==> config.mk <==
export PLATFORM = sky130hd
export DESIGN_NAME = ls_wb_master_flat
export DESIGN_NICKNAME = d
export VERILOG_FILES = /design/src/ls_pkg.sv /design/src/ls_sub_if.sv /design/src/ls_wb_master.sv /design/src/flat_wrapper.sv
export SDC_FILE = /design/constraint.sdc
export NUM_CORES = 1
export LEC_CHECK = 0
export BUFFER_PORTS_ARGS = -buffer_cell sky130_fd_sc_hd__buf_2
export CAP_MARGIN = 20
export CORE_ASPECT_RATIO = 1.1
export CORE_MARGIN = 2
export CORE_UTILIZATION = 30
export DETAILED_ROUTE_END_ITERATION = 10
export GPL_ROUTABILITY_DRIVEN = 1
export GPL_TIMING_DRIVEN = 0
export PLACE_DENSITY_LB_ADDON = 0.25
export REMOVE_ABC_BUFFERS = 1
export SLEW_MARGIN = 0
export SYNTH_ARGS = -nofsm -noshare
export SYNTH_HDL_FRONTEND = slang
export SYNTH_SLANG_ARGS = --single-unit
==> constraint.sdc <==
create_clock -name clk -period 2.2 [get_ports clk]
set_input_delay 0.11 -clock clk [delete_from_list [all_inputs] [get_ports clk]]
set_output_delay 0.11 -clock clk [all_outputs]
set_load 0.05 [all_outputs]
==> src/ls_pkg.sv <==
// shared vector types, funct3 codes and sub-unit numbering for the load/store unit
`default_nettype none

package ls_pkg;

    ////////////////////////////////////////////////////////////////////////////
    // vector types
    ////////////////////////////////////////////////////////////////////////////

    // byte address, no translation
    typedef logic [31:0] addr_t;

    // load or store data word
    typedef logic [31:0] data_t;

    // one enable per byte lane
    typedef logic [3:0] byte_en_t;

    // id carried from issue to writeback
    typedef logic [3:0] instr_id_t;

    // load/store funct3
    typedef logic [2:0] fn3_t;

    ////////////////////////////////////////////////////////////////////////////
    // funct3 encodings
    ////////////////////////////////////////////////////////////////////////////

    // bit 2 set means zero extend, bits 1:0 give the access size
    localparam fn3_t LS_B = 3'b000;
    localparam fn3_t LS_H = 3'b001;
    localparam fn3_t LS_W = 3'b010;
    localparam fn3_t L_BU = 3'b100;
    localparam fn3_t L_HU = 3'b101;

    ////////////////////////////////////////////////////////////////////////////
    // sub-units
    ////////////////////////////////////////////////////////////////////////////

    // scratch memory and wishbone master
    localparam int NUM_SUB_UNITS = 2;

    // bit positions in the one-hot unit select
    localparam int SCRATCH_ID = 0;
    localparam int BUS_ID = 1;

endpackage

`default_nettype wire

==> src/ls_sub_if.sv <==
// interface between the issue side, one sub-unit and the return side
`timescale 1ns/1ps
`default_nettype none

interface ls_sub_if;
    import ls_pkg::*;

    // request, valid for one cycle only
    logic new_request;
    addr_t addr;
    logic load;
    logic store;
    byte_en_t be;
    data_t data_in;

    // unit status and load return
    logic ready;
    logic data_valid;
    // all zero while data_valid is low
    data_t data_out;

    modport issuer (output new_request, addr, load, store, be, data_in, input ready);

    modport unit (
        input new_request, addr, load, store, be, data_in,
        output ready, data_valid, data_out
    );

    modport returner (input data_valid, data_out);

endinterface

`default_nettype wire

==> src/ls_wb_master.sv <==
// wishbone classic master sub-unit for bus-mapped addresses
`timescale 1ns/1ps
`default_nettype none

module ls_wb_master (
    input  wire logic clk,
    input  wire logic rst,
    ls_sub_if.unit ls,
    output logic wb_cyc,
    output logic wb_stb,
    output logic wb_we,
    output ls_pkg::addr_t wb_adr,
    output ls_pkg::byte_en_t wb_sel,
    output ls_pkg::data_t wb_dat_o,
    input  wire ls_pkg::data_t wb_dat_i,
    input  wire logic wb_ack
);
    import ls_pkg::*;

    typedef enum logic [1:0] {
        IDLE,
        BUS_CYCLE,
        RESPOND
    } wb_state_t;

    wb_state_t state;
    logic is_load;
    data_t read_data;

    // one classic cycle per request
    always_ff @(posedge clk) begin
        if (rst) begin
            state <= IDLE;
        end else begin
            case (state)
                IDLE: if (ls.new_request) state <= BUS_CYCLE;
                BUS_CYCLE: if (wb_ack) state <= RESPOND;
                default: state <= IDLE;
            endcase
        end
    end

    // request held stable for the whole cycle
    always_ff @(posedge clk) begin
        if (ls.new_request) begin
            is_load <= ls.load;
            wb_we <= ls.store;
            wb_adr <= {ls.addr[31:2], 2'b00};
            // full word read, lanes picked on return
            wb_sel <= ls.load ? 4'hf : ls.be;
            wb_dat_o <= ls.data_in;
        end
        if (state == BUS_CYCLE && wb_ack) begin
            read_data <= wb_dat_i;
        end
    end

    assign wb_cyc = (state == BUS_CYCLE);
    assign wb_stb = (state == BUS_CYCLE);

    // busy until the response cycle is over
    assign ls.ready = (state == IDLE);
    assign ls.data_valid = (state == RESPOND) && is_load;
    assign ls.data_out = ls.data_valid ? read_data : '0;

endmodule

`default_nettype wire

==> src/flat_wrapper.sv <==
// flat-port wrapper written by rule: the top's interface ports become plain ports
module ls_wb_master_flat import ls_pkg::*;
  (clk, rst, wb_cyc, wb_stb, wb_we, wb_adr, wb_sel, wb_dat_o, wb_dat_i, wb_ack, ls_new_request, ls_addr, ls_load, ls_store, ls_be, ls_data_in, ls_ready, ls_data_valid, ls_data_out);
  ls_sub_if ls_i ();
  input  wire logic clk;
  input  wire logic rst;
  output logic wb_cyc;
  output logic wb_stb;
  output logic wb_we;
  output ls_pkg::addr_t wb_adr;
  output ls_pkg::byte_en_t wb_sel;
  output ls_pkg::data_t wb_dat_o;
  input  wire ls_pkg::data_t wb_dat_i;
  input  wire logic wb_ack;
  input wire logic [$bits(ls_i.new_request)-1:0] ls_new_request;
  input wire logic [$bits(ls_i.addr)-1:0] ls_addr;
  input wire logic [$bits(ls_i.load)-1:0] ls_load;
  input wire logic [$bits(ls_i.store)-1:0] ls_store;
  input wire logic [$bits(ls_i.be)-1:0] ls_be;
  input wire logic [$bits(ls_i.data_in)-1:0] ls_data_in;
  output wire logic [$bits(ls_i.ready)-1:0] ls_ready;
  output wire logic [$bits(ls_i.data_valid)-1:0] ls_data_valid;
  output wire logic [$bits(ls_i.data_out)-1:0] ls_data_out;
  assign ls_i.new_request = ls_new_request;
  assign ls_i.addr = ls_addr;
  assign ls_i.load = ls_load;
  assign ls_i.store = ls_store;
  assign ls_i.be = ls_be;
  assign ls_i.data_in = ls_data_in;
  assign ls_ready = ls_i.ready;
  assign ls_data_valid = ls_i.data_valid;
  assign ls_data_out = ls_i.data_out;
  ls_wb_master u_core (.clk(clk), .rst(rst), .ls(ls_i), .wb_cyc(wb_cyc), .wb_stb(wb_stb), .wb_we(wb_we), .wb_adr(wb_adr), .wb_sel(wb_sel), .wb_dat_o(wb_dat_o), .wb_dat_i(wb_dat_i), .wb_ack(wb_ack));
endmodule
==> qor.yml <==
num_io_pins: 211
arrival_ns: 1.81
cts-resized-gates: 0
worstPathRequired_ns: 2.09
leakage_nw: 2.59
rsz0062_at_grt: "false"
r2r_cells: 2
ant_nets: 0
start_util_pct: 30.5
min_path_cells: 2
ir_drop_v: 0.000423
diodes: 0
cts_hold_buf: 97
synth_cells: 153
synth_cell_types: 15
period_share_pct: 87.2
avgViaCountPerCell: 3.98
antenna_found_initial: 0
yosysWarnings: 0
die_area_um2: 12400
numCtsBuffers: 9
drv_slew: 0
setup_tns_ns: 0
fillers: 925
avgSynthCellArea_um2: 22.6
highest-signal-layer: "met4"
min_period_ns: 1.92
status: "finished clean"
min_to: "u_core.wb_sel[3]"
areaGrowthSynthToFinish_pct: 72.0
track_usage_pct: 13.1
drc: 0
met1_length_um: 3580
worstSetupPathType: "register to primary output"
synth-seq-cells: 102
crit_path_start: "u_core.state[0]"
min_from: "ls_be[3]"
dieHeight_um: 117
wl_met2_um: 3720
worstMarginPinSlew_ns: 0.852
drive_gt1_share_pct: 54.7
yosysSeqAreaShare_pct: 88.0
rows: 41
cts_tree: "built"
grt_max_degree: 70
wl_met3_um: 1010
r2r-end: "u_core.read_data[4]"
dr_total_vias: 2462
skew_ns: 0.00296
critPathLaunchType: "register"
rrSetupSlack_ns: 0.68
grt-ovfl-total: 0
synth_area_leader_cell: "edfxtp_1"
powerDensity_nw_per_um2: 804
utilization_pct: 52.4
mostFrequentLayoutCells: "205 x buf_2, 100 x edfxtp_1, 97 x dlygate4sd3_1"
first_iter_violations: 126
clock_latency_ns: 0.33
grt_pass1_vias: 2512
fmax_mhz: 521
wl_um: 8400
setup_viol: 0
slew_headroom_pct: 43.2
post-cts-setup-buffers: 0
cp_max_fo: 33
final_common_cell: "buf_2"
synth_area_um2: 3460
drv_cap: 0
reg2reg_from: "u_core.state[0]"
port_buffers: 206
synthTopCellsByArea: "edfxtp_1 87%, and2_4 7.3%, dfxtp_1 1.2%"
hold_viol_final: 0
avgRoutedWirePerCell_um: 13.6
nets: 569
die_w_um: 106
clkSinkCount: 102
grt_pass1_wl_um: 12400
core_area_um2: 11300
synth_top_area_share_pct: 86.9
clk_pin_slew_ns: 0.07
dr.pass1.iters: 4
dp_hpwl_um: 5470
htree_num_levels: 3
place_congestion: 0.670
cp-end-kind: "primary output"
clock_path_buffers: 2
hold_path.class: "input pin to register"
root_buffer: "clkbuf_16"
[worst max-delay path, cell delays in order (launching register included)]
cell and delay, ns:
dfxtp_1 0.34, and3b_2 0.62, and2_4 0.24, buf_2 0.26
[power by group]
group | internal (W) | switching (W) | leakage [nW]
clock network | 0.00100 | 0.000681 | 0.158
registers | 0.00227 | 0.0000307 | 0.975
logic | 0.000264 | 0.000532 | 1.46
[worst max path at each step]
stage                      endpoint  slack (ns)  depth (start not counted)
6_report            ls_data_out[29]        0.28                          3
5_1_grt             ls_data_out[29]        0.16                          3
4_1_cts             ls_data_out[29]        0.23                          3
3_5_place_dp        ls_data_out[29]        0.61                          3
3_3_place_gp   u_core.read_data[15]        0.28                          1
2_1_floorplan                wb_cyc        0.38                          1
[metrics by stage]
stage	power (W)	worst slack [ns]	instance area (um^2)	std cells	hold slack, ns
finish	0.00478	0.281	5940	618	0.0320
global placement	0.00300	0.282	4620	504	0.286
floorplan	0.00278	0.380	3400	148	0.182
CTS	0.00484	0.234	5940	618	0.0138
detailed placement	0.00301	0.609	4650	505	0.288
global route	0.00496	0.157	5940	618	0.0228
[state kept, by name (all words and copies together) (netlist names)]
signal            count
u_core.wb_we          1
u_core.wb_dat_o      32
u_core.state          2
u_core.is_load        1
u_core.read_data     32
u_core.wb_sel         4
u_core.wb_adr        30
[routing by layer]
layer	up-vias	global-route usage, %
met5	-	0
met4	0	3.95
met3	9	6.14
met2	161	20.3
met1	1110	16.7
li1	1182	-
[cell families after synthesis]
kind of cell,Yosys count,share of synthesized area (%)
AO/OA/AOI/OAI,1,0.217
buffers and inverters,6,1.63
flip-flops,102,88.0
other,1,0.108
AND/OR/NAND/NOR,43,10.0
[cell usage after synthesis]
| cell type | count |
|---|---|
| buf_6 | 3 |
| dfxtp_1 | 2 |
| a211oi_1 | 1 |
| or2b_1 | 1 |
| and2_1 | 3 |
| or2_2 | 4 |
| edfxtp_1 | 100 |
| nor2b_1 | 2 |
| nor2_1 | 1 |
| buf_4 | 3 |
| and3b_2 | 1 |
| and3b_1 | 1 |
| nand2b_1 | 1 |
| conb_1 | 1 |
| and2_4 | 29 |
[final cells by class]
class,count,area [um^2],area share [%]
clock buffer,9,225,3.79
clock inverter,7,95.1,1.60
multi-input combinational,46,362,6.08
sequential,102,3040,51.2
tap,150,188,3.16
timing repair buffer,304,2030,34.2
No activity file was read; power rests on OpenSTA's default activity.
