## src/ls_pkg.sv

```systemverilog
// shared vector types, funct3 codes and sub-unit numbering for the load/store unit
`default_nettype none

package ls_pkg;

    ////////////////////////////////////////////////////////////////////////////
    // vector types
    ////////////////////////////////////////////////////////////////////////////

    // byte address, no translation
    typedef logic [31:0] addr_t;

    // load or store data word
    typedef logic [31:0] data_t;

    // one enable per byte lane
    typedef logic [3:0] byte_en_t;

    // id carried from issue to writeback
    typedef logic [3:0] instr_id_t;

    // load/store funct3
    typedef logic [2:0] fn3_t;

    ////////////////////////////////////////////////////////////////////////////
    // funct3 encodings
    ////////////////////////////////////////////////////////////////////////////

    // bit 2 set means zero extend, bits 1:0 give the access size
    localparam fn3_t LS_B = 3'b000;
    localparam fn3_t LS_H = 3'b001;
    localparam fn3_t LS_W = 3'b010;
    localparam fn3_t L_BU = 3'b100;
    localparam fn3_t L_HU = 3'b101;

    ////////////////////////////////////////////////////////////////////////////
    // sub-units
    ////////////////////////////////////////////////////////////////////////////

    // scratch memory and wishbone master
    localparam int NUM_SUB_UNITS = 2;

    // bit positions in the one-hot unit select
    localparam int SCRATCH_ID = 0;
    localparam int BUS_ID = 1;

endpackage

`default_nettype wire

```

## src/ls_sub_if.sv

```systemverilog
// interface between the issue side, one sub-unit and the return side
`timescale 1ns/1ps
`default_nettype none

interface ls_sub_if;
    import ls_pkg::*;

    // request, valid for one cycle only
    logic new_request;
    addr_t addr;
    logic load;
    logic store;
    byte_en_t be;
    data_t data_in;

    // unit status and load return
    logic ready;
    logic data_valid;
    // all zero while data_valid is low
    data_t data_out;

    modport issuer (output new_request, addr, load, store, be, data_in, input ready);

    modport unit (
        input new_request, addr, load, store, be, data_in,
        output ready, data_valid, data_out
    );

    modport returner (input data_valid, data_out);

endinterface

`default_nettype wire

```

## src/ls_fifo.sv

```systemverilog
// synchronous circular FIFO with head shown on data_out
`timescale 1ns/1ps
`default_nettype none

module ls_fifo #(
    parameter int DATA_WIDTH = 8,
    parameter int DEPTH = 4
) (
    input  wire logic clk,
    input  wire logic rst,
    input  wire logic push,
    input  wire logic pop,
    input  wire logic [DATA_WIDTH-1:0] data_in,
    output logic [DATA_WIDTH-1:0] data_out,
    output logic valid,
    output logic full
);

    localparam int PTR_W = (DEPTH > 1) ? $clog2(DEPTH) : 1;
    localparam int CNT_W = $clog2(DEPTH + 1);

    logic [DATA_WIDTH-1:0] storage [DEPTH];
    logic [PTR_W-1:0] rd_ptr;
    logic [PTR_W-1:0] wr_ptr;
    logic [CNT_W-1:0] count;
    logic do_push;
    logic do_pop;

    // requests that cannot be served are dropped
    assign do_push = push && !full;
    assign do_pop = pop && valid;

    assign valid = (count != '0);
    assign full = (count == CNT_W'(DEPTH));
    assign data_out = storage[rd_ptr];

    // pointers and fill level
    always_ff @(posedge clk) begin
        if (rst) begin
            rd_ptr <= '0;
            wr_ptr <= '0;
            count <= '0;
        end else begin
            if (do_push) begin
                wr_ptr <= (wr_ptr == PTR_W'(DEPTH - 1)) ? '0 : wr_ptr + 1'b1;
            end
            if (do_pop) begin
                rd_ptr <= (rd_ptr == PTR_W'(DEPTH - 1)) ? '0 : rd_ptr + 1'b1;
            end
            if (do_push && !do_pop) begin
                count <= count + 1'b1;
            end else if (do_pop && !do_push) begin
                count <= count - 1'b1;
            end
        end
    end

    // payload storage
    always_ff @(posedge clk) begin
        if (do_push) begin
            storage[wr_ptr] <= data_in;
        end
    end

endmodule

`default_nettype wire

```

## src/ls_issue.sv

```systemverilog
// request FIFO, alignment check, byte enables, store lanes, unit decode and issue control
`timescale 1ns/1ps
`default_nettype none

module ls_issue #(
    parameter int INPUT_DEPTH = 4,
    parameter logic [3:0] SCRATCH_REGION = 4'h0
) (
    input  wire logic clk,
    input  wire logic rst,
    input  wire logic req_valid,
    input  wire logic req_load,
    input  wire logic req_store,
    input  wire ls_pkg::fn3_t req_fn3,
    input  wire ls_pkg::addr_t req_addr,
    input  wire ls_pkg::data_t req_data,
    input  wire ls_pkg::instr_id_t req_id,
    output logic req_ready,
    input  wire logic load_done,
    ls_sub_if.issuer scratch,
    ls_sub_if.issuer bus,
    output logic load_issued,
    output ls_pkg::fn3_t load_fn3,
    output logic [1:0] load_byte,
    output ls_pkg::instr_id_t load_id,
    output logic misaligned_valid,
    output ls_pkg::instr_id_t misaligned_id
);
    import ls_pkg::*;

    localparam int REQ_W = 2 + $bits(fn3_t) + $bits(addr_t) + $bits(data_t) + $bits(instr_id_t);

    logic [REQ_W-1:0] fifo_out;
    logic head_valid;
    logic fifo_full;
    logic fifo_pop;
    logic head_load;
    logic head_store;
    fn3_t head_fn3;
    addr_t head_addr;
    data_t head_data;
    instr_id_t head_id;

    logic misaligned;
    byte_en_t be;
    data_t store_lanes;
    logic [NUM_SUB_UNITS-1:0] unit_sel;
    logic [NUM_SUB_UNITS-1:0] unit_ready;
    logic [NUM_SUB_UNITS-1:0] last_unit;
    logic [1:0] load_count;
    logic unit_ok;
    logic issue;

    ////////////////////////////////////////////////////////////////////////////
    // input FIFO
    ////////////////////////////////////////////////////////////////////////////

    assign req_ready = !fifo_full;

    ls_fifo #(
        .DATA_WIDTH(REQ_W),
        .DEPTH(INPUT_DEPTH)
    ) request_fifo (
        .clk(clk),
        .rst(rst),
        .push(req_valid && req_ready),
        .pop(fifo_pop),
        .data_in({req_load, req_store, req_fn3, req_addr, req_data, req_id}),
        .data_out(fifo_out),
        .valid(head_valid),
        .full(fifo_full)
    );

    assign {head_load, head_store, head_fn3, head_addr, head_data, head_id} = fifo_out;

    ////////////////////////////////////////////////////////////////////////////
    // alignment, byte enables, store data
    ////////////////////////////////////////////////////////////////////////////

    // size lives in the low funct3 bits
    always_comb begin
        case (head_fn3[1:0])
            LS_H[1:0]: misaligned = head_addr[0];
            LS_W[1:0]: misaligned = |head_addr[1:0];
            default: misaligned = 1'b0;
        endcase
    end

    // enables only for stores, loads read the whole word
    always_comb begin
        for (int i = 0; i < 4; i++) begin
            case (head_fn3[1:0])
                LS_B[1:0]: be[i] = head_store && (head_addr[1:0] == i[1:0]);
                LS_H[1:0]: be[i] = head_store && (head_addr[1] == i[1]);
                default: be[i] = head_store;
            endcase
        end
    end

    // replicate into every lane, the enables pick the right one
    always_comb begin
        case (head_fn3[1:0])
            LS_B[1:0]: store_lanes = {4{head_data[7:0]}};
            LS_H[1:0]: store_lanes = {2{head_data[15:0]}};
            default: store_lanes = head_data;
        endcase
    end

    ////////////////////////////////////////////////////////////////////////////
    // unit decode and issue
    ////////////////////////////////////////////////////////////////////////////

    // one region for scratch, everything else on the bus
    assign unit_sel[SCRATCH_ID] = (head_addr[31:28] == SCRATCH_REGION);
    assign unit_sel[BUS_ID] = (head_addr[31:28] != SCRATCH_REGION);
    assign unit_ready[SCRATCH_ID] = scratch.ready;
    assign unit_ready[BUS_ID] = bus.ready;

    // switching units only once all loads have drained keeps results in order
    assign unit_ok = (unit_sel == last_unit) || (load_count == 2'd0);

    assign issue = head_valid && !misaligned && |(unit_sel & unit_ready)
                   && (load_count < 2'd2) && unit_ok;

    // bad alignment is dropped straight from the head
    assign fifo_pop = issue || (head_valid && misaligned);
    assign misaligned_valid = head_valid && misaligned;
    assign misaligned_id = head_id;

    // loads between issue and writeback acceptance
    always_ff @(posedge clk) begin
        if (rst) begin
            load_count <= 2'd0;
            last_unit <= '0;
        end else begin
            if (load_issued && !load_done) begin
                load_count <= load_count + 2'd1;
            end else if (load_done && !load_issued) begin
                load_count <= load_count - 2'd1;
            end
            if (load_issued) begin
                last_unit <= unit_sel;
            end
        end
    end

    // same request to both units, only the selected one sees new_request
    assign scratch.new_request = issue && unit_sel[SCRATCH_ID];
    assign scratch.addr = head_addr;
    assign scratch.load = head_load;
    assign scratch.store = head_store;
    assign scratch.be = be;
    assign scratch.data_in = store_lanes;

    assign bus.new_request = issue && unit_sel[BUS_ID];
    assign bus.addr = head_addr;
    assign bus.load = head_load;
    assign bus.store = head_store;
    assign bus.be = be;
    assign bus.data_in = store_lanes;

    // attributes for the return side
    assign load_issued = issue && head_load;
    assign load_fn3 = head_fn3;
    assign load_byte = head_addr[1:0];
    assign load_id = head_id;

endmodule

`default_nettype wire

```

## src/flat_wrapper.sv

```systemverilog
// flat-port wrapper written by rule: the top's interface ports become plain ports
module ls_issue_flat import ls_pkg::*;
#(
    parameter int INPUT_DEPTH = 4,
    parameter logic [3:0] SCRATCH_REGION = 4'h0
)
  (clk, rst, req_valid, req_load, req_store, req_fn3, req_addr, req_data, req_id, req_ready, load_done, load_issued, load_fn3, load_byte, load_id, misaligned_valid, misaligned_id, scratch_new_request, scratch_addr, scratch_load, scratch_store, scratch_be, scratch_data_in, scratch_ready, bus_new_request, bus_addr, bus_load, bus_store, bus_be, bus_data_in, bus_ready);
  ls_sub_if scratch_i ();
  ls_sub_if bus_i ();
  input  wire logic clk;
  input  wire logic rst;
  input  wire logic req_valid;
  input  wire logic req_load;
  input  wire logic req_store;
  input  wire ls_pkg::fn3_t req_fn3;
  input  wire ls_pkg::addr_t req_addr;
  input  wire ls_pkg::data_t req_data;
  input  wire ls_pkg::instr_id_t req_id;
  output logic req_ready;
  input  wire logic load_done;
  output logic load_issued;
  output ls_pkg::fn3_t load_fn3;
  output logic [1:0] load_byte;
  output ls_pkg::instr_id_t load_id;
  output logic misaligned_valid;
  output ls_pkg::instr_id_t misaligned_id;
  output wire logic [$bits(scratch_i.new_request)-1:0] scratch_new_request;
  output wire logic [$bits(scratch_i.addr)-1:0] scratch_addr;
  output wire logic [$bits(scratch_i.load)-1:0] scratch_load;
  output wire logic [$bits(scratch_i.store)-1:0] scratch_store;
  output wire logic [$bits(scratch_i.be)-1:0] scratch_be;
  output wire logic [$bits(scratch_i.data_in)-1:0] scratch_data_in;
  input wire logic [$bits(scratch_i.ready)-1:0] scratch_ready;
  output wire logic [$bits(bus_i.new_request)-1:0] bus_new_request;
  output wire logic [$bits(bus_i.addr)-1:0] bus_addr;
  output wire logic [$bits(bus_i.load)-1:0] bus_load;
  output wire logic [$bits(bus_i.store)-1:0] bus_store;
  output wire logic [$bits(bus_i.be)-1:0] bus_be;
  output wire logic [$bits(bus_i.data_in)-1:0] bus_data_in;
  input wire logic [$bits(bus_i.ready)-1:0] bus_ready;
  assign scratch_new_request = scratch_i.new_request;
  assign scratch_addr = scratch_i.addr;
  assign scratch_load = scratch_i.load;
  assign scratch_store = scratch_i.store;
  assign scratch_be = scratch_i.be;
  assign scratch_data_in = scratch_i.data_in;
  assign scratch_i.ready = scratch_ready;
  assign bus_new_request = bus_i.new_request;
  assign bus_addr = bus_i.addr;
  assign bus_load = bus_i.load;
  assign bus_store = bus_i.store;
  assign bus_be = bus_i.be;
  assign bus_data_in = bus_i.data_in;
  assign bus_i.ready = bus_ready;
  ls_issue #(.INPUT_DEPTH(INPUT_DEPTH), .SCRATCH_REGION(SCRATCH_REGION)) u_core (.clk(clk), .rst(rst), .req_valid(req_valid), .req_load(req_load), .req_store(req_store), .req_fn3(req_fn3), .req_addr(req_addr), .req_data(req_data), .req_id(req_id), .req_ready(req_ready), .load_done(load_done), .scratch(scratch_i), .bus(bus_i), .load_issued(load_issued), .load_fn3(load_fn3), .load_byte(load_byte), .load_id(load_id), .misaligned_valid(misaligned_valid), .misaligned_id(misaligned_id));
endmodule
```

## config.mk

```make
export PLATFORM = sky130hd
export DESIGN_NAME = ls_issue_flat
export DESIGN_NICKNAME = d
export VERILOG_FILES = /design/src/ls_pkg.sv /design/src/ls_sub_if.sv /design/src/ls_fifo.sv /design/src/ls_issue.sv /design/src/flat_wrapper.sv
export SDC_FILE = /design/constraint.sdc
export NUM_CORES = 1
export LEC_CHECK = 0
export ABC_AREA = 1
export BUFFER_PORTS_ARGS = -buffer_cell sky130_fd_sc_hd__buf_2
export CORE_MARGIN = 3
export CORE_UTILIZATION = 60
export DETAILED_ROUTE_END_ITERATION = 12
export GPL_ROUTABILITY_DRIVEN = 1
export PLACE_DENSITY = 0.93
export SLEW_MARGIN = 40
export SYNTH_ARGS = -nofsm -noshare
export SYNTH_HDL_FRONTEND = slang
export SYNTH_HIERARCHICAL = 1
export SYNTH_SLANG_ARGS = --single-unit
```

## constraint.sdc

```tcl
create_clock -name clk -period 8.5 [get_ports clk]
set_input_delay 0.85 -clock clk [delete_from_list [all_inputs] [get_ports clk]]
set_output_delay 0.85 -clock clk [all_outputs]
set_load 0.005 [all_outputs]
```

==> summary.log <==
INFO  placement      place.detailed.instances=1388
INFO  placement      portBuffers=236
INFO  clock_network  cts_tree=built
INFO  routing        drt_first_iter_violations=667
INFO  routing        wl_per_cell=19.32um
INFO  synthesis      syn-mean-instance-area=12.64squm
INFO  synthesis      postSynthCellCount=1000
INFO  clock_network  post_cts.repair.setup_buffers=0
INFO  synthesis      dominantRegCellSynth=sky130_fd_sc_hd__edfxtp_1
INFO  grt            gr-usage-all-layers=23.64%
INFO  cells_and_area synthToLayoutAreaGrowth=13.16%
INFO  worst_setup_path timing.critical_path.fanout_max=83
INFO  power_and_ir_drop power.internal=0.003275W
INFO  synthesis      synth-async-reset-ratio=0%
INFO  clock_network  clk_transition_reported_paths=60ps
INFO  grt            grt_first_pass_wirelength=41370um
INFO  power_and_ir_drop comb_power_share=36.8%
INFO  sta            timing.fmax=0.2129GHz
INFO  synthesis      yosys_top_cell_by_area=sky130_fd_sc_hd__edfxtp_1
INFO  synthesis      synth_warnings=6
INFO  sta            timing.final.max_slew_violations=0
INFO  sta            slew-limit-headroom=47.01%
INFO  clock_network  cts_hold_repair.buffers=0
INFO  die            pin_count=237
INFO  die            core_region_area=20490squm
INFO  clock_network  cts.repair.resized=0
INFO  sta            worst_clock_skew=8.194ps
INFO  routing        drt-total-wl=27910um
INFO  power_and_ir_drop power_switching_share=35.30%
INFO  synthesis      most_instantiated_cells_after_synthesis=sky130_fd_sc_hd__edfxtp_1 (292), sky130_fd_sc_hd__nor2_1 (175), sky130_fd_sc_hd__o21ai_0 (103), sky130_fd_sc_hd__buf_4 (86), sky130_fd_sc_hd__o22ai_1 (81)
INFO  power_and_ir_drop net-switching-power=0.001787W
INFO  die            die_height=151.1um
INFO  cells_and_area final_design_area_no_fill=14300squm
INFO  die            design.die.area=22840squm
INFO  synthesis      yosysSeqAreaShare=71.44%
INFO  synthesis      synthesis.nets=1090
INFO  synthesis      yosys.area.top_type_share=69.38%
INFO  routing        final_routed_drc_violation_total=0
INFO  worst_setup_path critical_path.endpoint_type=primary output
INFO  sta            report.final.hold_viol_count=0
INFO  synthesis      most_numerous_cell_in_the_yosys_netlist=sky130_fd_sc_hd__edfxtp_1
INFO  die            die_x=151.1um
INFO  flow_run       drv_cap=0
INFO  synthesis      yosys_register_bits=305
INFO  clock_network  maximum_level_of_the_cts_h_tree=1
INFO  synthesis      synth_area_leaders=sky130_fd_sc_hd__edfxtp_1 (69%), sky130_fd_sc_hd__nor2_1 (5.2%), sky130_fd_sc_hd__buf_4 (5.1%)
INFO  worst_setup_path crit_path_arrival_time=3850ps
INFO  worst_setup_path critPathRequiredTime=7650ps
INFO  sta            setup_viol=0
INFO  clock_network  clock_latency=540ps
INFO  sta            totalNegativeSetupSlack=0ps
INFO  placement      detailedPlacementHpwl=16980um
INFO  power_and_ir_drop seq_power_share=38.9%
INFO  grt            grt_pass1_vias=8022
INFO  sta            rsz0062_at_grt=no
INFO  worst_setup_path worst_setup_path_start_kind=flip-flop
INFO  clock_network  total_clock_buffers_created_by_cts=29
INFO  routing        drt-vias-per-instance=5.750
INFO  routing        via_count=8309
INFO  grt            grt_max_degree=89
INFO  clock_network  max_root_sink_buffers=3
INFO  sta            final.period_utilization=55.25%
INFO  worst_setup_path critical_path_class=reg2out
INFO  clock_network  clock_sink_count=305
INFO  routing        drt_first_pass_iters=5
INFO  power_and_ir_drop power_density=353.9nW/um^2
INFO  clock_network  clockRootBuffer=sky130_fd_sc_hd__clkbuf_16
INFO  grt            grt_overflow_total=0
INFO  grt            number_of_antenna_violations_at_the_first_check_in_global_routing=5
INFO  routing        ant_nets=0
INFO  sta            tightest_slew=794.9ps
INFO  placement      dpl_cell_area=13360squm
INFO  worst_hold_path hp-class=reg2reg
INFO  synthesis      post_synth_instance_area=12640squm
INFO  sta            fin_crit=4696ps
INFO  power_and_ir_drop static_leak=5.427nW
INFO  cells_and_area drive_gt1_share=25.26%
INFO  power_and_ir_drop power.clock.fraction=24.3%
INFO  placement      place.gp.congestion=0.8299
INFO  synthesis      synth_enable_flop_cells=292
INFO  run_status     status=complete, no violations
INFO  cells_and_area finish.net_count=1239
INFO  die            std_cell_rows=52
INFO  cells_and_area postLayoutCoreUtil=69.78%
INFO  cells_and_area post_layout_nonfiller_instances=1445
INFO  synthesis      count_of_distinct_cell_types_in_the_synthesized_netlist=25
INFO  die            floorplan.initialDensity=61.67%
INFO  power_and_ir_drop ir_worst_vdd=305.4uV
layout make-up:
class | count | area [sq um]
clock inverters | 17 | 166.4
fillers | 1325 | 6193
diodes | 3 | 7.507
inverters | 59 | 226.5
multi-input cells | 510 | 2514
clock buffers | 37 | 755.7
flip-flops and latches | 305 | 9034
well taps | 270 | 337.8
repair buffers | 244 | 1260
kinds of logic after synthesis:
family | after synthesis | share of synthesized area [%]
compound gates | 259 | 11.06
buf+inv | 185 | 8.950
simple gates | 239 | 7.336
fa+ha+maj | 11 | 1.148
xor+xnor | 1 | 0.06931
flops | 305 | 71.44
power groups by stage:
stage	logic, W	clock network [W]	registers [W]
floorplan	0.00138	0	0.00197
global placement	0.00177	0	0.00199
detailed placement	0.00184	0	0.00200
CTS	0.00185	0.00125	0.00197
global route	0.00207	0.00131	0.00198
finish	0.00186	0.00123	0.00197
critical path: stages (launching register included):
cell,delay [ps]
sky130_fd_sc_hd__dfxtp_4,530
sky130_fd_sc_hd__inv_6,500
sky130_fd_sc_hd__o21ai_1,150
sky130_fd_sc_hd__o22ai_1,230
sky130_fd_sc_hd__inv_1,110
sky130_fd_sc_hd__ha_1,380
sky130_fd_sc_hd__nor2_4,500
sky130_fd_sc_hd__nand2_1,260
sky130_fd_sc_hd__o21ai_0,310
sky130_fd_sc_hd__buf_2,250
sequential cells by signal, indices dropped and copies added, names as in the netlist, named ones only:
name                         flops
u_core/request_fifo/rd_ptr       2
u_core/load_count                2
u_core/last_unit                 2
u_core/request_fifo/wr_ptr       2
u_core/request_fifo/count        3
u_core/request_fifo/storage    292
cell usage in the layout, fill, tap and decap left out, types with 6 or more instances in the layout:
master and instances:
sky130_fd_sc_hd__clkinv_1 6, sky130_fd_sc_hd__ha_1 10, sky130_fd_sc_hd__edfxtp_1 292, sky130_fd_sc_hd__nand2_1 52, sky130_fd_sc_hd__o21ai_0 103, sky130_fd_sc_hd__nor2_1 171
sky130_fd_sc_hd__dfxtp_1 11, sky130_fd_sc_hd__o22ai_1 81, sky130_fd_sc_hd__clkbuf_16 29, sky130_fd_sc_hd__o21ai_1 68, sky130_fd_sc_hd__a21oi_1 7, sky130_fd_sc_hd__clkbuf_1 8
sky130_fd_sc_hd__buf_2 236, sky130_fd_sc_hd__inv_1 56
path summary, 6_finish.rpt:
path / slack (ps) / from / end / cells past startpoint
worst max-delay path: 3800 / flip-flop / scratch_be[0] / 9
worst min-delay path: 460 / u_core/load_count[1]$_SDFFE_PP0P_ / u_core/load_count[1]$_SDFFE_PP0P_ / 2
worst max register to register: 4480 / flip-flop / u_core/request_fifo/count[1]$_SDFFE_PP0P_ / 18
worst min register to register: 460 / u_core/load_count[1]$_SDFFE_PP0P_ / u_core/load_count[1]$_SDFFE_PP0P_ / 2
through the flow:
stage          setup WS (ps)  hold WS [ps]  total power [W]
2_1_floorplan           3761         438.8         0.003352
3_3_place_gp            4077         451.4         0.003762
3_5_place_dp            3973         451.0         0.003833
4_1_cts                 3381         462.2         0.005062
5_1_grt                 3566         487.4         0.005363
6_report                3804         464.5         0.005061
metal layers:
| metal | track usage (%) | vias up | wire length, um |
|---|---|---|---|
| met1 | 28.40 | 3895 | 10210 |
| met5 | 0 | - | 39 |
| met3 | 5.566 | 75 | 2818 |
| met4 | 10.52 | 6 | 883 |
| li1 | - | 3824 | - |
| met2 | 40.86 | 509 | 13960 |
Note: power is estimated with default switching activity, not from simulation.
