## src/ls_pkg.sv

```systemverilog
// shared vector types, funct3 codes and sub-unit numbering for the load/store unit
`default_nettype none

package ls_pkg;

    ////////////////////////////////////////////////////////////////////////////
    // vector types
    ////////////////////////////////////////////////////////////////////////////

    // byte address, no translation
    typedef logic [31:0] addr_t;

    // load or store data word
    typedef logic [31:0] data_t;

    // one enable per byte lane
    typedef logic [3:0] byte_en_t;

    // id carried from issue to writeback
    typedef logic [3:0] instr_id_t;

    // load/store funct3
    typedef logic [2:0] fn3_t;

    ////////////////////////////////////////////////////////////////////////////
    // funct3 encodings
    ////////////////////////////////////////////////////////////////////////////

    // bit 2 set means zero extend, bits 1:0 give the access size
    localparam fn3_t LS_B = 3'b000;
    localparam fn3_t LS_H = 3'b001;
    localparam fn3_t LS_W = 3'b010;
    localparam fn3_t L_BU = 3'b100;
    localparam fn3_t L_HU = 3'b101;

    ////////////////////////////////////////////////////////////////////////////
    // sub-units
    ////////////////////////////////////////////////////////////////////////////

    // scratch memory and wishbone master
    localparam int NUM_SUB_UNITS = 2;

    // bit positions in the one-hot unit select
    localparam int SCRATCH_ID = 0;
    localparam int BUS_ID = 1;

endpackage

`default_nettype wire

```

## src/ls_sub_if.sv

```systemverilog
// interface between the issue side, one sub-unit and the return side
`timescale 1ns/1ps
`default_nettype none

interface ls_sub_if;
    import ls_pkg::*;

    // request, valid for one cycle only
    logic new_request;
    addr_t addr;
    logic load;
    logic store;
    byte_en_t be;
    data_t data_in;

    // unit status and load return
    logic ready;
    logic data_valid;
    // all zero while data_valid is low
    data_t data_out;

    modport issuer (output new_request, addr, load, store, be, data_in, input ready);

    modport unit (
        input new_request, addr, load, store, be, data_in,
        output ready, data_valid, data_out
    );

    modport returner (input data_valid, data_out);

endinterface

`default_nettype wire

```

## src/ls_fifo.sv

```systemverilog
// synchronous circular FIFO with head shown on data_out
`timescale 1ns/1ps
`default_nettype none

module ls_fifo #(
    parameter int DATA_WIDTH = 8,
    parameter int DEPTH = 4
) (
    input  wire logic clk,
    input  wire logic rst,
    input  wire logic push,
    input  wire logic pop,
    input  wire logic [DATA_WIDTH-1:0] data_in,
    output logic [DATA_WIDTH-1:0] data_out,
    output logic valid,
    output logic full
);

    localparam int PTR_W = (DEPTH > 1) ? $clog2(DEPTH) : 1;
    localparam int CNT_W = $clog2(DEPTH + 1);

    logic [DATA_WIDTH-1:0] storage [DEPTH];
    logic [PTR_W-1:0] rd_ptr;
    logic [PTR_W-1:0] wr_ptr;
    logic [CNT_W-1:0] count;
    logic do_push;
    logic do_pop;

    // requests that cannot be served are dropped
    assign do_push = push && !full;
    assign do_pop = pop && valid;

    assign valid = (count != '0);
    assign full = (count == CNT_W'(DEPTH));
    assign data_out = storage[rd_ptr];

    // pointers and fill level
    always_ff @(posedge clk) begin
        if (rst) begin
            rd_ptr <= '0;
            wr_ptr <= '0;
            count <= '0;
        end else begin
            if (do_push) begin
                wr_ptr <= (wr_ptr == PTR_W'(DEPTH - 1)) ? '0 : wr_ptr + 1'b1;
            end
            if (do_pop) begin
                rd_ptr <= (rd_ptr == PTR_W'(DEPTH - 1)) ? '0 : rd_ptr + 1'b1;
            end
            if (do_push && !do_pop) begin
                count <= count + 1'b1;
            end else if (do_pop && !do_push) begin
                count <= count - 1'b1;
            end
        end
    end

    // payload storage
    always_ff @(posedge clk) begin
        if (do_push) begin
            storage[wr_ptr] <= data_in;
        end
    end

endmodule

`default_nettype wire

```

## src/ls_load_return.sv

```systemverilog
// load attributes, lane select, sign/zero extension and two-entry writeback buffer
`timescale 1ns/1ps
`default_nettype none

module ls_load_return (
    input  wire logic clk,
    input  wire logic rst,
    input  wire logic load_issued,
    input  wire ls_pkg::fn3_t load_fn3,
    input  wire logic [1:0] load_byte,
    input  wire ls_pkg::instr_id_t load_id,
    ls_sub_if.returner scratch,
    ls_sub_if.returner bus,
    output logic wb_valid,
    output ls_pkg::data_t wb_data,
    output ls_pkg::instr_id_t wb_id,
    input  wire logic wb_accepted,
    output logic load_done
);
    import ls_pkg::*;

    localparam int ATTR_W = $bits(fn3_t) + 2 + $bits(instr_id_t);

    logic [ATTR_W-1:0] attr_out;
    logic attr_valid;
    fn3_t attr_fn3;
    logic [1:0] attr_byte;
    instr_id_t attr_id;

    logic data_valid;
    data_t unit_data;
    logic [15:0] half_sel;
    logic [7:0] byte_sel;
    data_t result;

    // second writeback entry
    logic tail_valid;
    data_t tail_data;
    instr_id_t tail_id;

    ////////////////////////////////////////////////////////////////////////////
    // attributes, one per load in flight
    ////////////////////////////////////////////////////////////////////////////

    ls_fifo #(
        .DATA_WIDTH(ATTR_W),
        .DEPTH(2)
    ) attr_fifo (
        .clk(clk),
        .rst(rst),
        .push(load_issued),
        .pop(data_valid && attr_valid),
        .data_in({load_fn3, load_byte, load_id}),
        .data_out(attr_out),
        .valid(attr_valid),
        .full()
    );

    assign {attr_fn3, attr_byte, attr_id} = attr_out;

    ////////////////////////////////////////////////////////////////////////////
    // data select and extension
    ////////////////////////////////////////////////////////////////////////////

    // idle units return zero
    assign data_valid = scratch.data_valid || bus.data_valid;
    assign unit_data = scratch.data_out | bus.data_out;

    // halfword first, then byte within it
    assign half_sel = attr_byte[1] ? unit_data[31:16] : unit_data[15:0];
    assign byte_sel = attr_byte[0] ? half_sel[15:8] : half_sel[7:0];

    always_comb begin
        case (attr_fn3)
            LS_B: result = {{24{byte_sel[7]}}, byte_sel};
            LS_H: result = {{16{half_sel[15]}}, half_sel};
            L_BU: result = {24'b0, byte_sel};
            L_HU: result = {16'b0, half_sel};
            default: result = unit_data;
        endcase
    end

    ////////////////////////////////////////////////////////////////////////////
    // writeback buffer, head drives the port
    ////////////////////////////////////////////////////////////////////////////

    assign load_done = wb_valid && wb_accepted;

    always_ff @(posedge clk) begin
        if (rst) begin
            wb_valid <= 1'b0;
            tail_valid <= 1'b0;
        end else if (load_done) begin
            // tail moves up, a new result lands behind it
            wb_valid <= tail_valid || data_valid;
            wb_data <= tail_valid ? tail_data : result;
            wb_id <= tail_valid ? tail_id : attr_id;
            tail_valid <= tail_valid && data_valid;
            tail_data <= result;
            tail_id <= attr_id;
        end else if (data_valid) begin
            if (!wb_valid) begin
                wb_valid <= 1'b1;
                wb_data <= result;
                wb_id <= attr_id;
            end else begin
                tail_valid <= 1'b1;
                tail_data <= result;
                tail_id <= attr_id;
            end
        end
    end

endmodule

`default_nettype wire

```

## src/flat_wrapper.sv

```systemverilog
// flat-port wrapper written by rule: the top's interface ports become plain ports
module ls_load_return_flat import ls_pkg::*;
  (clk, rst, load_issued, load_fn3, load_byte, load_id, wb_valid, wb_data, wb_id, wb_accepted, load_done, scratch_data_valid, scratch_data_out, bus_data_valid, bus_data_out);
  ls_sub_if scratch_i ();
  ls_sub_if bus_i ();
  input  wire logic clk;
  input  wire logic rst;
  input  wire logic load_issued;
  input  wire ls_pkg::fn3_t load_fn3;
  input  wire logic [1:0] load_byte;
  input  wire ls_pkg::instr_id_t load_id;
  output logic wb_valid;
  output ls_pkg::data_t wb_data;
  output ls_pkg::instr_id_t wb_id;
  input  wire logic wb_accepted;
  output logic load_done;
  input wire logic [$bits(scratch_i.data_valid)-1:0] scratch_data_valid;
  input wire logic [$bits(scratch_i.data_out)-1:0] scratch_data_out;
  input wire logic [$bits(bus_i.data_valid)-1:0] bus_data_valid;
  input wire logic [$bits(bus_i.data_out)-1:0] bus_data_out;
  assign scratch_i.data_valid = scratch_data_valid;
  assign scratch_i.data_out = scratch_data_out;
  assign bus_i.data_valid = bus_data_valid;
  assign bus_i.data_out = bus_data_out;
  ls_load_return u_core (.clk(clk), .rst(rst), .load_issued(load_issued), .load_fn3(load_fn3), .load_byte(load_byte), .load_id(load_id), .scratch(scratch_i), .bus(bus_i), .wb_valid(wb_valid), .wb_data(wb_data), .wb_id(wb_id), .wb_accepted(wb_accepted), .load_done(load_done));
endmodule
```

## config.mk

```make
export PLATFORM = sky130hd
export DESIGN_NAME = ls_load_return_flat
export DESIGN_NICKNAME = d
export VERILOG_FILES = /design/src/ls_pkg.sv /design/src/ls_sub_if.sv /design/src/ls_fifo.sv /design/src/ls_load_return.sv /design/src/flat_wrapper.sv
export SDC_FILE = /design/constraint.sdc
export NUM_CORES = 1
export LEC_CHECK = 0
export BUFFER_PORTS_ARGS = -buffer_cell sky130_fd_sc_hd__buf_2
export CAP_MARGIN = 25
export CELL_PAD_IN_SITES_DETAIL_PLACEMENT = 1
export CELL_PAD_IN_SITES_GLOBAL_PLACEMENT = 1
export CORE_ASPECT_RATIO = 0.8
export CORE_MARGIN = 2
export CORE_UTILIZATION = 30
export CTS_CLUSTER_SIZE = 14
export DETAILED_ROUTE_END_ITERATION = 16
export PLACE_DENSITY = 0.71
export SLEW_MARGIN = 20
export SYNTH_ARGS = -nofsm -noshare
export SYNTH_HDL_FRONTEND = slang
export SYNTH_SLANG_ARGS = --single-unit
```

## constraint.sdc

```tcl
create_clock -name clk -period 3.1 [get_ports clk]
set_input_delay 0.62 -clock clk [delete_from_list [all_inputs] [get_ports clk]]
set_output_delay 0.62 -clock clk [all_outputs]
set_load 0.01 [all_outputs]
```

==> load_flow_metrics.sql, run 1 <==
INSERT INTO impl_metrics (metric_group, metric, value, unit) VALUES
('sta', 'rsz0062_at_grt', 'no', ''),
('detailed_routing', 'drt_pre_antenna_iters', '5', ''),
('power', 'power_frac_seq', '44.5', '%'),
('power', 'total_power', '4.072', 'mW'),
('yosys', 'synth-edff-count', '90', ''),
('place', 'dp.final_hpwl', '9315', 'µm'),
('sta', 'finalSetupViolations', '0', ''),
('global_routing', 'grt_start_max_net_pins', '39', ''),
('yosys', 'synth_fp_nets', '455', ''),
('yosys', 'async_reset_ff_share', '0', '%'),
('sta', 'finClkSkew', '0.004445', 'ns'),
('detailed_routing', 'drt-total-wl', '12710', 'µm'),
('die', 'initial_core_util', '30.40', '%'),
('outcome', 'outcome', 'finished clean', ''),
('yosys', 'synthDominantCellAreaShare', '59.80', '%'),
('worst_setup_path', 'timing_worst_setup_path_type', 'flop to flop', ''),
('yosys', 'syn_inst', '375', ''),
('detailed_routing', 'remaining_antenna_violation_count', '0', ''),
('sta', 'finalCriticalPeriod', '2.437', 'ns'),
('clock_network', 'clock_tree.root_cell', 'sky130_fd_sc_hd__clkbuf_16', ''),
('hold_path', 'timing.hold.worst_path_depth', '1', ''),
('global_routing', 'number_of_antenna_violations_at_the_first_check_in_global_routing', '0', ''),
('final_layout', 'finalNetCount', '569', ''),
('worst_setup_path', 'crit_start', 'u_core.attr_fifo.storage[0][5]', ''),
('yosys', 'postSynthRegisterBits', '97', ''),
('power', 'vdd_ir_drop_max', '0.2870', 'mV'),
('sta', 'clock.fmax', '0.4104', 'GHz'),
('die', 'die-width', '141.2', 'µm'),
('die', 'die-area', '16070', 'µm²'),
('detailed_routing', 'via_count', '3489', ''),
('die', 'design.portCount', '117', ''),
('final_layout', 'drive_gt1_share', '35.22', '%'),
('worst_setup_path', 'cp.required', '3.31', 'ns'),
('yosys', 'netlist_top_cells_area', 'sky130_fd_sc_hd__edfxtp_1 (60%), sky130_fd_sc_hd__nor2_1 (5.8%), sky130_fd_sc_hd__mux2_2 (3.5%), sky130_fd_sc_hd__dfxtp_1 (3.1%), sky130_fd_sc_hd__a211o_1 (2.7%)', ''),
('clock_network', 'cts-resized-gates', '0', ''),
('clock_network', 'post-cts-setup-buffer-count', '0', ''),
('global_routing', 'grt_overflow_total', '0', ''),
('clock_network', 'clock_tree_from_tritoncts', 'built', ''),
('detailed_routing', 'drt_drc_violations_left', '0', ''),
('worst_setup_path', 'critical_path.endpoint_type', 'flop', ''),
('worst_setup_path', 'worst_path_most_repeated_cell', 'sky130_fd_sc_hd__mux2_4', ''),
('clock_network', 'cts-buffers-inserted', '9', ''),
('flow_run', 'timing.max_cap.violations', '0', ''),
('sta', 'hold_violations', '0', ''),
('sta', 'relSlewSlack', '46.49', '%'),
('detailed_routing', 'drtIter0Drc', '277', ''),
('sta', 'final_min_period_over_clock_period', '78.60', '%'),
('power', 'pwr-share-comb', '29.8', '%'),
('detailed_routing', 'drt-vias-per-instance', '5.108', ''),
('yosys', 'yosys_warnings', '0', ''),
('yosys', 'yosys.area.top_type', 'sky130_fd_sc_hd__edfxtp_1', ''),
('clock_network', 'clock_sinks', '97', ''),
('detailed_routing', 'post_detailed_route_wirelength_per_cell', '18.61', 'µm'),
('die', 'chipHeight', '113.8', 'µm'),
('worst_setup_path', 'worst_path_largest_cell_delay', '0.60', 'ns'),
('yosys', 'postSynthAreaPerCell', '12.05', 'µm²'),
('power', 'power_switching', '1.302', 'mW'),
('worst_setup_path', 'worst_ep_arrival_time', '2.65', 'ns'),
('worst_setup_path', 'ff2ff_setup_slack', '0.66', 'ns'),
('place', 'finalWeightedCongestion', '0.8498', ''),
('yosys', 'synthMostInstantiatedCell', 'sky130_fd_sc_hd__edfxtp_1', ''),
('clock_network', 'h-tree-depth', '3', ''),
('worst_setup_path', 'worst_setup_path_endpoint', 'u_core.wb_data[26]', ''),
('sta', 'timing.final.max_slew_violations', '0', ''),
('hold_path', 'hold_class', 'input port to flop', ''),
('worst_setup_path', 'crit-reg2reg-capture', 'u_core.wb_data[26]', ''),
('global_routing', 'grt_pass1_wl', '19850', 'µm'),
('final_layout', 'area_delta_synth_final', '24.31', '%'),
('place', 'numPortBuffers', '116', ''),
('yosys', 'synth.distinct_cells', '44', ''),
('worst_setup_path', 'timing.critical_path.slowest_stage_cell', 'sky130_fd_sc_hd__and3_1', '');
==> registers in the layout (all words and copies together) (netlist names), named ones only <==
register	cells
u_core.tail_id	4
u_core.wb_valid	1
u_core.attr_fifo.storage	18
u_core.attr_fifo.rd_ptr	1
u_core.tail_data	32
u_core.attr_fifo.count	2
u_core.attr_fifo.wr_ptr	1
u_core.wb_id	4
u_core.tail_valid	1
u_core.wb_data	32
==> area by class of cell <==
class                      instances  area, µm²  area share, %
clock buffer                       9      225.2          4.009
clock inverter                     7      53.80         0.9577
inverter                          10      37.54         0.6682
multi-input combinational        247       1562          27.80
sequential                        97       2843          50.60
tap                              189      236.5          4.209
timing repair buffer             124      660.6          11.76
==> per-stage QoR <==
| step | hold slack (ns) | std cells | worst slack, ns | util (%) | cell area [µm²] |
|---|---|---|---|---|---|
| 2_1_floorplan | 0.4711 | 375 | 0.2624 | - | 4523 |
| 3_3_place_gp | 0.4833 | 666 | 0.6907 | 35.73 | 5311 |
| 3_5_place_dp | 0.5147 | 666 | 0.5471 | 35.73 | 5311 |
| 4_1_cts | 0.4488 | 682 | 0.6315 | 37.61 | 5590 |
| 5_1_grt | 0.4555 | 683 | 0.4775 | 37.79 | 5618 |
| 6_report | 0.4627 | 683 | 0.6634 | 37.79 | 5618 |
==> power by group through the flow <==
stage	Combinational, mW	Clock [mW]	Sequential [mW]
after floorplan	0.811	0	1.85
after global placement	1.14	0	1.84
after detailed placement	1.20	0	1.84
after CTS	1.21	1.07	1.82
after global routing	1.35	1.12	1.83
final	1.21	1.05	1.81
==> per-layer routing <==
metal	track usage, %	share of wire (%)
met5	0	0
met4	4.733	1.3
met3	3.946	6.9
met2	25.63	48
met1	21.83	44
==> kinds of logic (layout without fill, tap and decap cells) <==
logic type	Yosys count	after routing	share of synthesized area [%]
AO/OA/AOI/OAI	99	99	15.42
XOR/XNOR	4	4	0.7753
adder cells (fa/ha/maj)	1	1	0.2768
buffers and inverters	31	150	3.239
flip-flops	97	97	62.90
multiplexers	19	19	4.817
AND/OR/NAND/NOR	124	124	12.57
==> cell usage in the layout, fill, tap and decap left out, types with 2 or more instances in the layout <==
cell type,synthesis,layout
sky130_fd_sc_hd__or2_2,7,7
sky130_fd_sc_hd__inv_6,0,2
sky130_fd_sc_hd__mux2_2,14,14
sky130_fd_sc_hd__mux2i_1,3,2
sky130_fd_sc_hd__a221oi_1,14,14
sky130_fd_sc_hd__and3_1,2,2
sky130_fd_sc_hd__buf_4,2,7
sky130_fd_sc_hd__inv_1,10,10
sky130_fd_sc_hd__o21ai_0,21,21
sky130_fd_sc_hd__dfxtp_1,7,7
sky130_fd_sc_hd__nor2_1,70,69
sky130_fd_sc_hd__a211o_1,14,14
sky130_fd_sc_hd__a21oi_1,20,19
sky130_fd_sc_hd__nand2_1,12,12
sky130_fd_sc_hd__o32ai_1,7,7
sky130_fd_sc_hd__a211o_2,2,2
sky130_fd_sc_hd__o211ai_1,7,7
sky130_fd_sc_hd__buf_2,0,116
sky130_fd_sc_hd__nor3_2,2,2
sky130_fd_sc_hd__mux2_4,2,2
sky130_fd_sc_hd__edfxtp_1,90,90
sky130_fd_sc_hd__and2_1,2,2
sky130_fd_sc_hd__xor2_1,3,3
sky130_fd_sc_hd__clkinvlp_4,0,3
sky130_fd_sc_hd__nand3_1,2,2
sky130_fd_sc_hd__clkbuf_16,0,9
sky130_fd_sc_hd__nor3_1,18,18
sky130_fd_sc_hd__a31oi_1,3,3
sky130_fd_sc_hd__a211oi_1,4,4
sky130_fd_sc_hd__nand2b_1,3,3
==> how the worst min path moves through the flow <==
stage | startpoint | to | slack [ns]
floorplan | u_core.attr_fifo.count[1] | u_core.attr_fifo.count[1] | 0.47
global placement | u_core.attr_fifo.count[1] | u_core.attr_fifo.count[1] | 0.48
detailed placement | u_core.attr_fifo.count[1] | u_core.attr_fifo.count[1] | 0.51
CTS | load_id[3] | u_core.attr_fifo.storage[1][3] | 0.45
global route | load_fn3[0] | u_core.attr_fifo.storage[0][6] | 0.46
finish | load_id[3] | u_core.attr_fifo.storage[1][3] | 0.46
(Power assumes the default switching activity.)
==> inputs of run 2 (changes only) <==
ABC_AREA = 1   (was default)
PLACE_DENSITY = 0.7   (was 0.71)
clock period = 2.48 ns   (was 3.1 ns; I/O delays follow)
==> run 2 against run 1 <==
Count of clock-buffer cells in the layout is the same. Routed wire length grew 11%. Cell count grew 26%. Flip-flop and latch count is the same.
==> load_flow_metrics.sql, run 2 <==
INSERT INTO impl_metrics (metric_group, metric, value, unit) VALUES
('outcome', 'outcome', 'finished clean', ''),
('worst_setup_path', 'worst_path_largest_cell_delay', '0.43', 'ns'),
('detailed_routing', 'drt-total-wl', '14150', 'µm'),
('clock_network', 'max-clock-path-buffers', '2', ''),
('die', 'die-width', '146.7', 'µm'),
('sta', 'rsz0062_at_grt', 'no', ''),
('sta', 'finalCriticalPeriod', '2.132', 'ns'),
('clock_network', 'cts-resized-gates', '0', ''),
('die', 'chipHeight', '118.1', 'µm'),
('global_routing', 'number_of_antenna_violations_at_the_first_check_in_global_routing', '1', ''),
('detailed_routing', 'drt_drc_violations_left', '0', ''),
('clock_network', 'post-cts-setup-buffer-count', '0', ''),
('place', 'area_post_placement', '5687', 'µm²'),
('global_routing', 'grt_overflow_total', '0', ''),
('global_routing', 'grt_pass1_vias', '4292', ''),
('detailed_routing', 'drtIter0Drc', '196', ''),
('sta', 'worst_pin_slew', '0.8427', 'ns'),
('worst_setup_path', 'critPathMaxFanout', '22', ''),
('place', 'finalWeightedCongestion', '0.8516', ''),
('worst_setup_path', 'worst_ep_arrival_time', '2.24', 'ns'),
('detailed_routing', 'remaining_antenna_violation_count', '0', ''),
('global_routing', 'track_usage', '16.71', '%'),
('flow_run', 'timing.max_cap.violations', '0', ''),
('yosys', 'syn_inst', '522', ''),
('clock_network', 'hold_buffers', '0', ''),
('yosys', 'postSynthRegisterBits', '97', ''),
('sta', 'hold_violations', '0', ''),
('die', 'initial_core_util', '30.82', '%'),
('die', 'design.portCount', '117', ''),
('clock_network', 'insertion_delay', '0.35', 'ns'),
('worst_setup_path', 'critPathTopFamily', 'simple AND/OR/NAND/NOR gates', ''),
('clock_network', 'clock_tree_from_tritoncts', 'built', ''),
('final_layout', 'drive_gt1_share', '27.73', '%'),
('yosys', 'post_synth_and_or_nand_nor_area_fraction', '28.89', '%'),
('yosys', 'synth.distinct_cells', '32', ''),
('final_layout', 'finalNetCount', '717', ''),
('detailed_routing', 'drt-vias-per-instance', '4.705', ''),
('worst_setup_path', 'timing_worst_setup_path_type', 'flop to flop', ''),
('sta', 'timing.final.max_slew_violations', '0', ''),
('global_routing', 'grt_start_max_net_pins', '37', ''),
('detailed_routing', 'post_detailed_route_wirelength_per_cell', '16.50', 'µm'),
('detailed_routing', 'wirelength_met1', '6228', 'µm'),
('detailed_routing', 'drt_pre_antenna_iters', '4', ''),
('yosys', 'yosysSeqAreaShare', '58.20', '%'),
('worst_setup_path', 'worst_path_most_repeated_cell', 'sky130_fd_sc_hd__nand2_1', ''),
('yosys', 'synth.top_cells.by_count', 'sky130_fd_sc_hd__nand2_1 (179), sky130_fd_sc_hd__edfxtp_1 (90), sky130_fd_sc_hd__nand3_1 (51), sky130_fd_sc_hd__inv_1 (40), sky130_fd_sc_hd__nor2_1 (36)', ''),
('power', 'static-leakage-power', '2.696', 'nW'),
('detailed_routing', 'via_count', '4037', ''),
('final_layout', 'reg_top3', 'u_core.tail_data (32), u_core.wb_data (32), u_core.attr_fifo.storage (18)', ''),
('sta', 'tns', '0', 'ns'),
('final_layout', 'leading_cell_type_in_the_layout_fill_and_taps_excluded', 'sky130_fd_sc_hd__nand2_1', ''),
('detailed_routing', 'met3_wirelength', '775', 'µm'),
('yosys', 'synth-edff-count', '90', ''),
('yosys', 'post_synthesis_cell_area', '4885', 'µm²'),
('final_layout', 'nFillCells', '1875', ''),
('yosys', 'yosys.area.top_type', 'sky130_fd_sc_hd__edfxtp_1', ''),
('power', 'vdd_ir_drop_max', '0.4203', 'mV'),
('power', 'power.density_cell_area', '992.9', 'nW/µm²'),
('yosys', 'postSynthAreaPerCell', '9.358', 'µm²'),
('sta', 'setup_slack', '0.3483', 'ns'),
('sta', 'finClkSkew', '0.01119', 'ns'),
('place', 'dp.final_hpwl', '10600', 'µm'),
('hold_path', 'hold_class', 'input port to flop', ''),
('clock_network', 'cts-buffers-inserted', '9', ''),
('clock_network', 'clkSlewWorstSetupHoldPaths', '0.07', 'ns'),
('yosys', 'post_synth_adder_cell_area', '0.2561', '%'),
('worst_setup_path', 'cp.buffers_inverters', '2', ''),
('yosys', 'async_reset_ff_share', '0', '%'),
('clock_network', 'clock_tree.root_cell', 'sky130_fd_sc_hd__clkbuf_16', ''),
('place', 'numPortBuffers', '116', ''),
('worst_setup_path', 'cp.required', '2.59', 'ns'),
('die', 'design.core.area', '15850', 'µm²'),
('sta', 'clock.fmax', '0.4691', 'GHz'),
('die', 'floorplan.rows', '41', ''),
('yosys', 'synthXorXnorAreaFrac', '0', '%'),
('yosys', 'synth_top_family_by_area', 'simple AND/OR/NAND/NOR gates', ''),
('detailed_routing', 'route.top_layer_used', 'met4', ''),
('yosys', 'synth_compound_area_share', '6.583', '%'),
('clock_network', 'clock_sinks', '97', ''),
('place', 'placement.setup.worst_slack', '0.2235', 'ns'),
('sta', 'final_min_period_over_clock_period', '85.96', '%'),
('yosys', 'yosys_warnings', '0', ''),
('sta', 'finalSetupViolations', '0', ''),
('place', 'numPlacedInstances', '841', ''),
('die', 'die-area', '17330', 'µm²'),
('final_layout', 'post_route_cell_area', '5977', 'µm²'),
('yosys', 'ys.flop_type', 'sky130_fd_sc_hd__edfxtp_1', ''),
('detailed_routing', 'route.met2.wl', '6969', 'µm'),
('yosys', 'synth_fp_nets', '602', ''),
('yosys', 'synthMostInstantiatedCell', 'sky130_fd_sc_hd__nand2_1', ''),
('worst_setup_path', 'path_cells', 'buf_4 > nand2_4 > nand2_4 > nand2_1 > nand2_1 > nand2_2 > nand3_4 > buf_4 > nand2_1 > nand3_1 > nand2_1', ''),
('power', 'total_power', '5.934', 'mW'),
('final_layout', 'layout.cells.non_filler', '858', ''),
('final_layout', 'area_delta_synth_final', '22.36', '%'),
('worst_setup_path', 'critical_path.endpoint_type', 'flop', ''),
('final_layout', 'final_cell_mix', 'sky130_fd_sc_hd__nand2_1 (179), sky130_fd_sc_hd__buf_2 (116), sky130_fd_sc_hd__edfxtp_1 (90), sky130_fd_sc_hd__nand3_1 (51), sky130_fd_sc_hd__inv_1 (40)', ''),
('global_routing', 'grt_pass1_wl', '22590', 'µm'),
('yosys', 'synthDominantCellAreaShare', '55.33', '%'),
('worst_setup_path', 'cp-start-kind', 'flop', ''),
('sta', 'relSlewSlack', '43.62', '%'),
('clock_network', 'h-tree-depth', '3', ''),
('yosys', 'muxShareOfSynthArea', '0', '%'),
('worst_setup_path', 'timing.critical_path.slowest_stage_cell', 'sky130_fd_sc_hd__dfxtp_2', ''),
('yosys', 'netlist_top_cells_area', 'sky130_fd_sc_hd__edfxtp_1 (55%), sky130_fd_sc_hd__nand2_1 (14%), sky130_fd_sc_hd__nand3_1 (5.2%), sky130_fd_sc_hd__inv_1 (3.1%), sky130_fd_sc_hd__nand3_2 (3.1%)', '');
## run 2: cells by family (layout without fill, tap and decap cells)
group | Yosys count | after routing
AND/OR/NAND/NOR | 305 | 305
flip-flops | 97 | 97
buffers and inverters | 63 | 183
AO/OA/AOI/OAI | 56 | 56
adder cells (fa/ha/maj) | 1 | 1
other | 0 | 1
## run 2: stage by stage
stage / hold WS, ns / util, %
after global routing: 0.3214 / 37.69
after detailed placement: 0.4641 / 35.88
after CTS: 0.3175 / 37.68
after floorplan: 0.4453 / -
final: 0.3335 / 37.71
after global placement: 0.4557 / 35.88
## run 2: layout make-up
class	count	area, µm²	area share, %
Sequential cell	97	2844	47.58
Multi-Input combinational cell	362	1764	29.52
Timing Repair Buffer	122	625.6	10.47
Tap cell	215	269.0	4.501
Clock buffer	9	225.2	3.768
Inverter	45	185.2	3.098
Clock inverter	7	61.31	1.026
Antenna cell	1	2.502	0.04187
## run 2: path summary, 6_finish.rpt
check,startpoint,endpoint,slack (ns),cells past startpoint
min,load_id[3],u_core.attr_fifo.storage[1][3],0.33,1
max reg2reg,flop,u_core.wb_data[14],0.35,11
min reg2reg,u_core.tail_valid,u_core.tail_valid,0.47,2
max,flop,u_core.wb_data[14],0.35,11
## run 2: report_power, final
group          total (mW)  switching, mW  internal (mW)
Sequential           2.39          0.112           2.28
Combinational        2.17           1.45          0.725
Clock                1.37          0.672          0.703
## run 2: per-layer routing
metal / vias to the layer above / track usage, %
met1: 1938 / 21.11
li1: 1980 / -
met2: 106 / 28.90
met5: - / 0
met3: 13 / 4.015
met4: 0 / 4.005
## run 2: worst reg2reg max path: stages (launching register included)
cell,delay (ns)
sky130_fd_sc_hd__dfxtp_2,0.43
sky130_fd_sc_hd__buf_4,0.17
sky130_fd_sc_hd__nand2_4,0.14
sky130_fd_sc_hd__nand2_4,0.21
sky130_fd_sc_hd__nand2_1,0.07
sky130_fd_sc_hd__nand2_1,0.08
sky130_fd_sc_hd__nand2_2,0.08
sky130_fd_sc_hd__nand3_4,0.29
sky130_fd_sc_hd__buf_4,0.23
sky130_fd_sc_hd__nand2_1,0.06
sky130_fd_sc_hd__nand3_1,0.08
sky130_fd_sc_hd__nand2_1,0.06
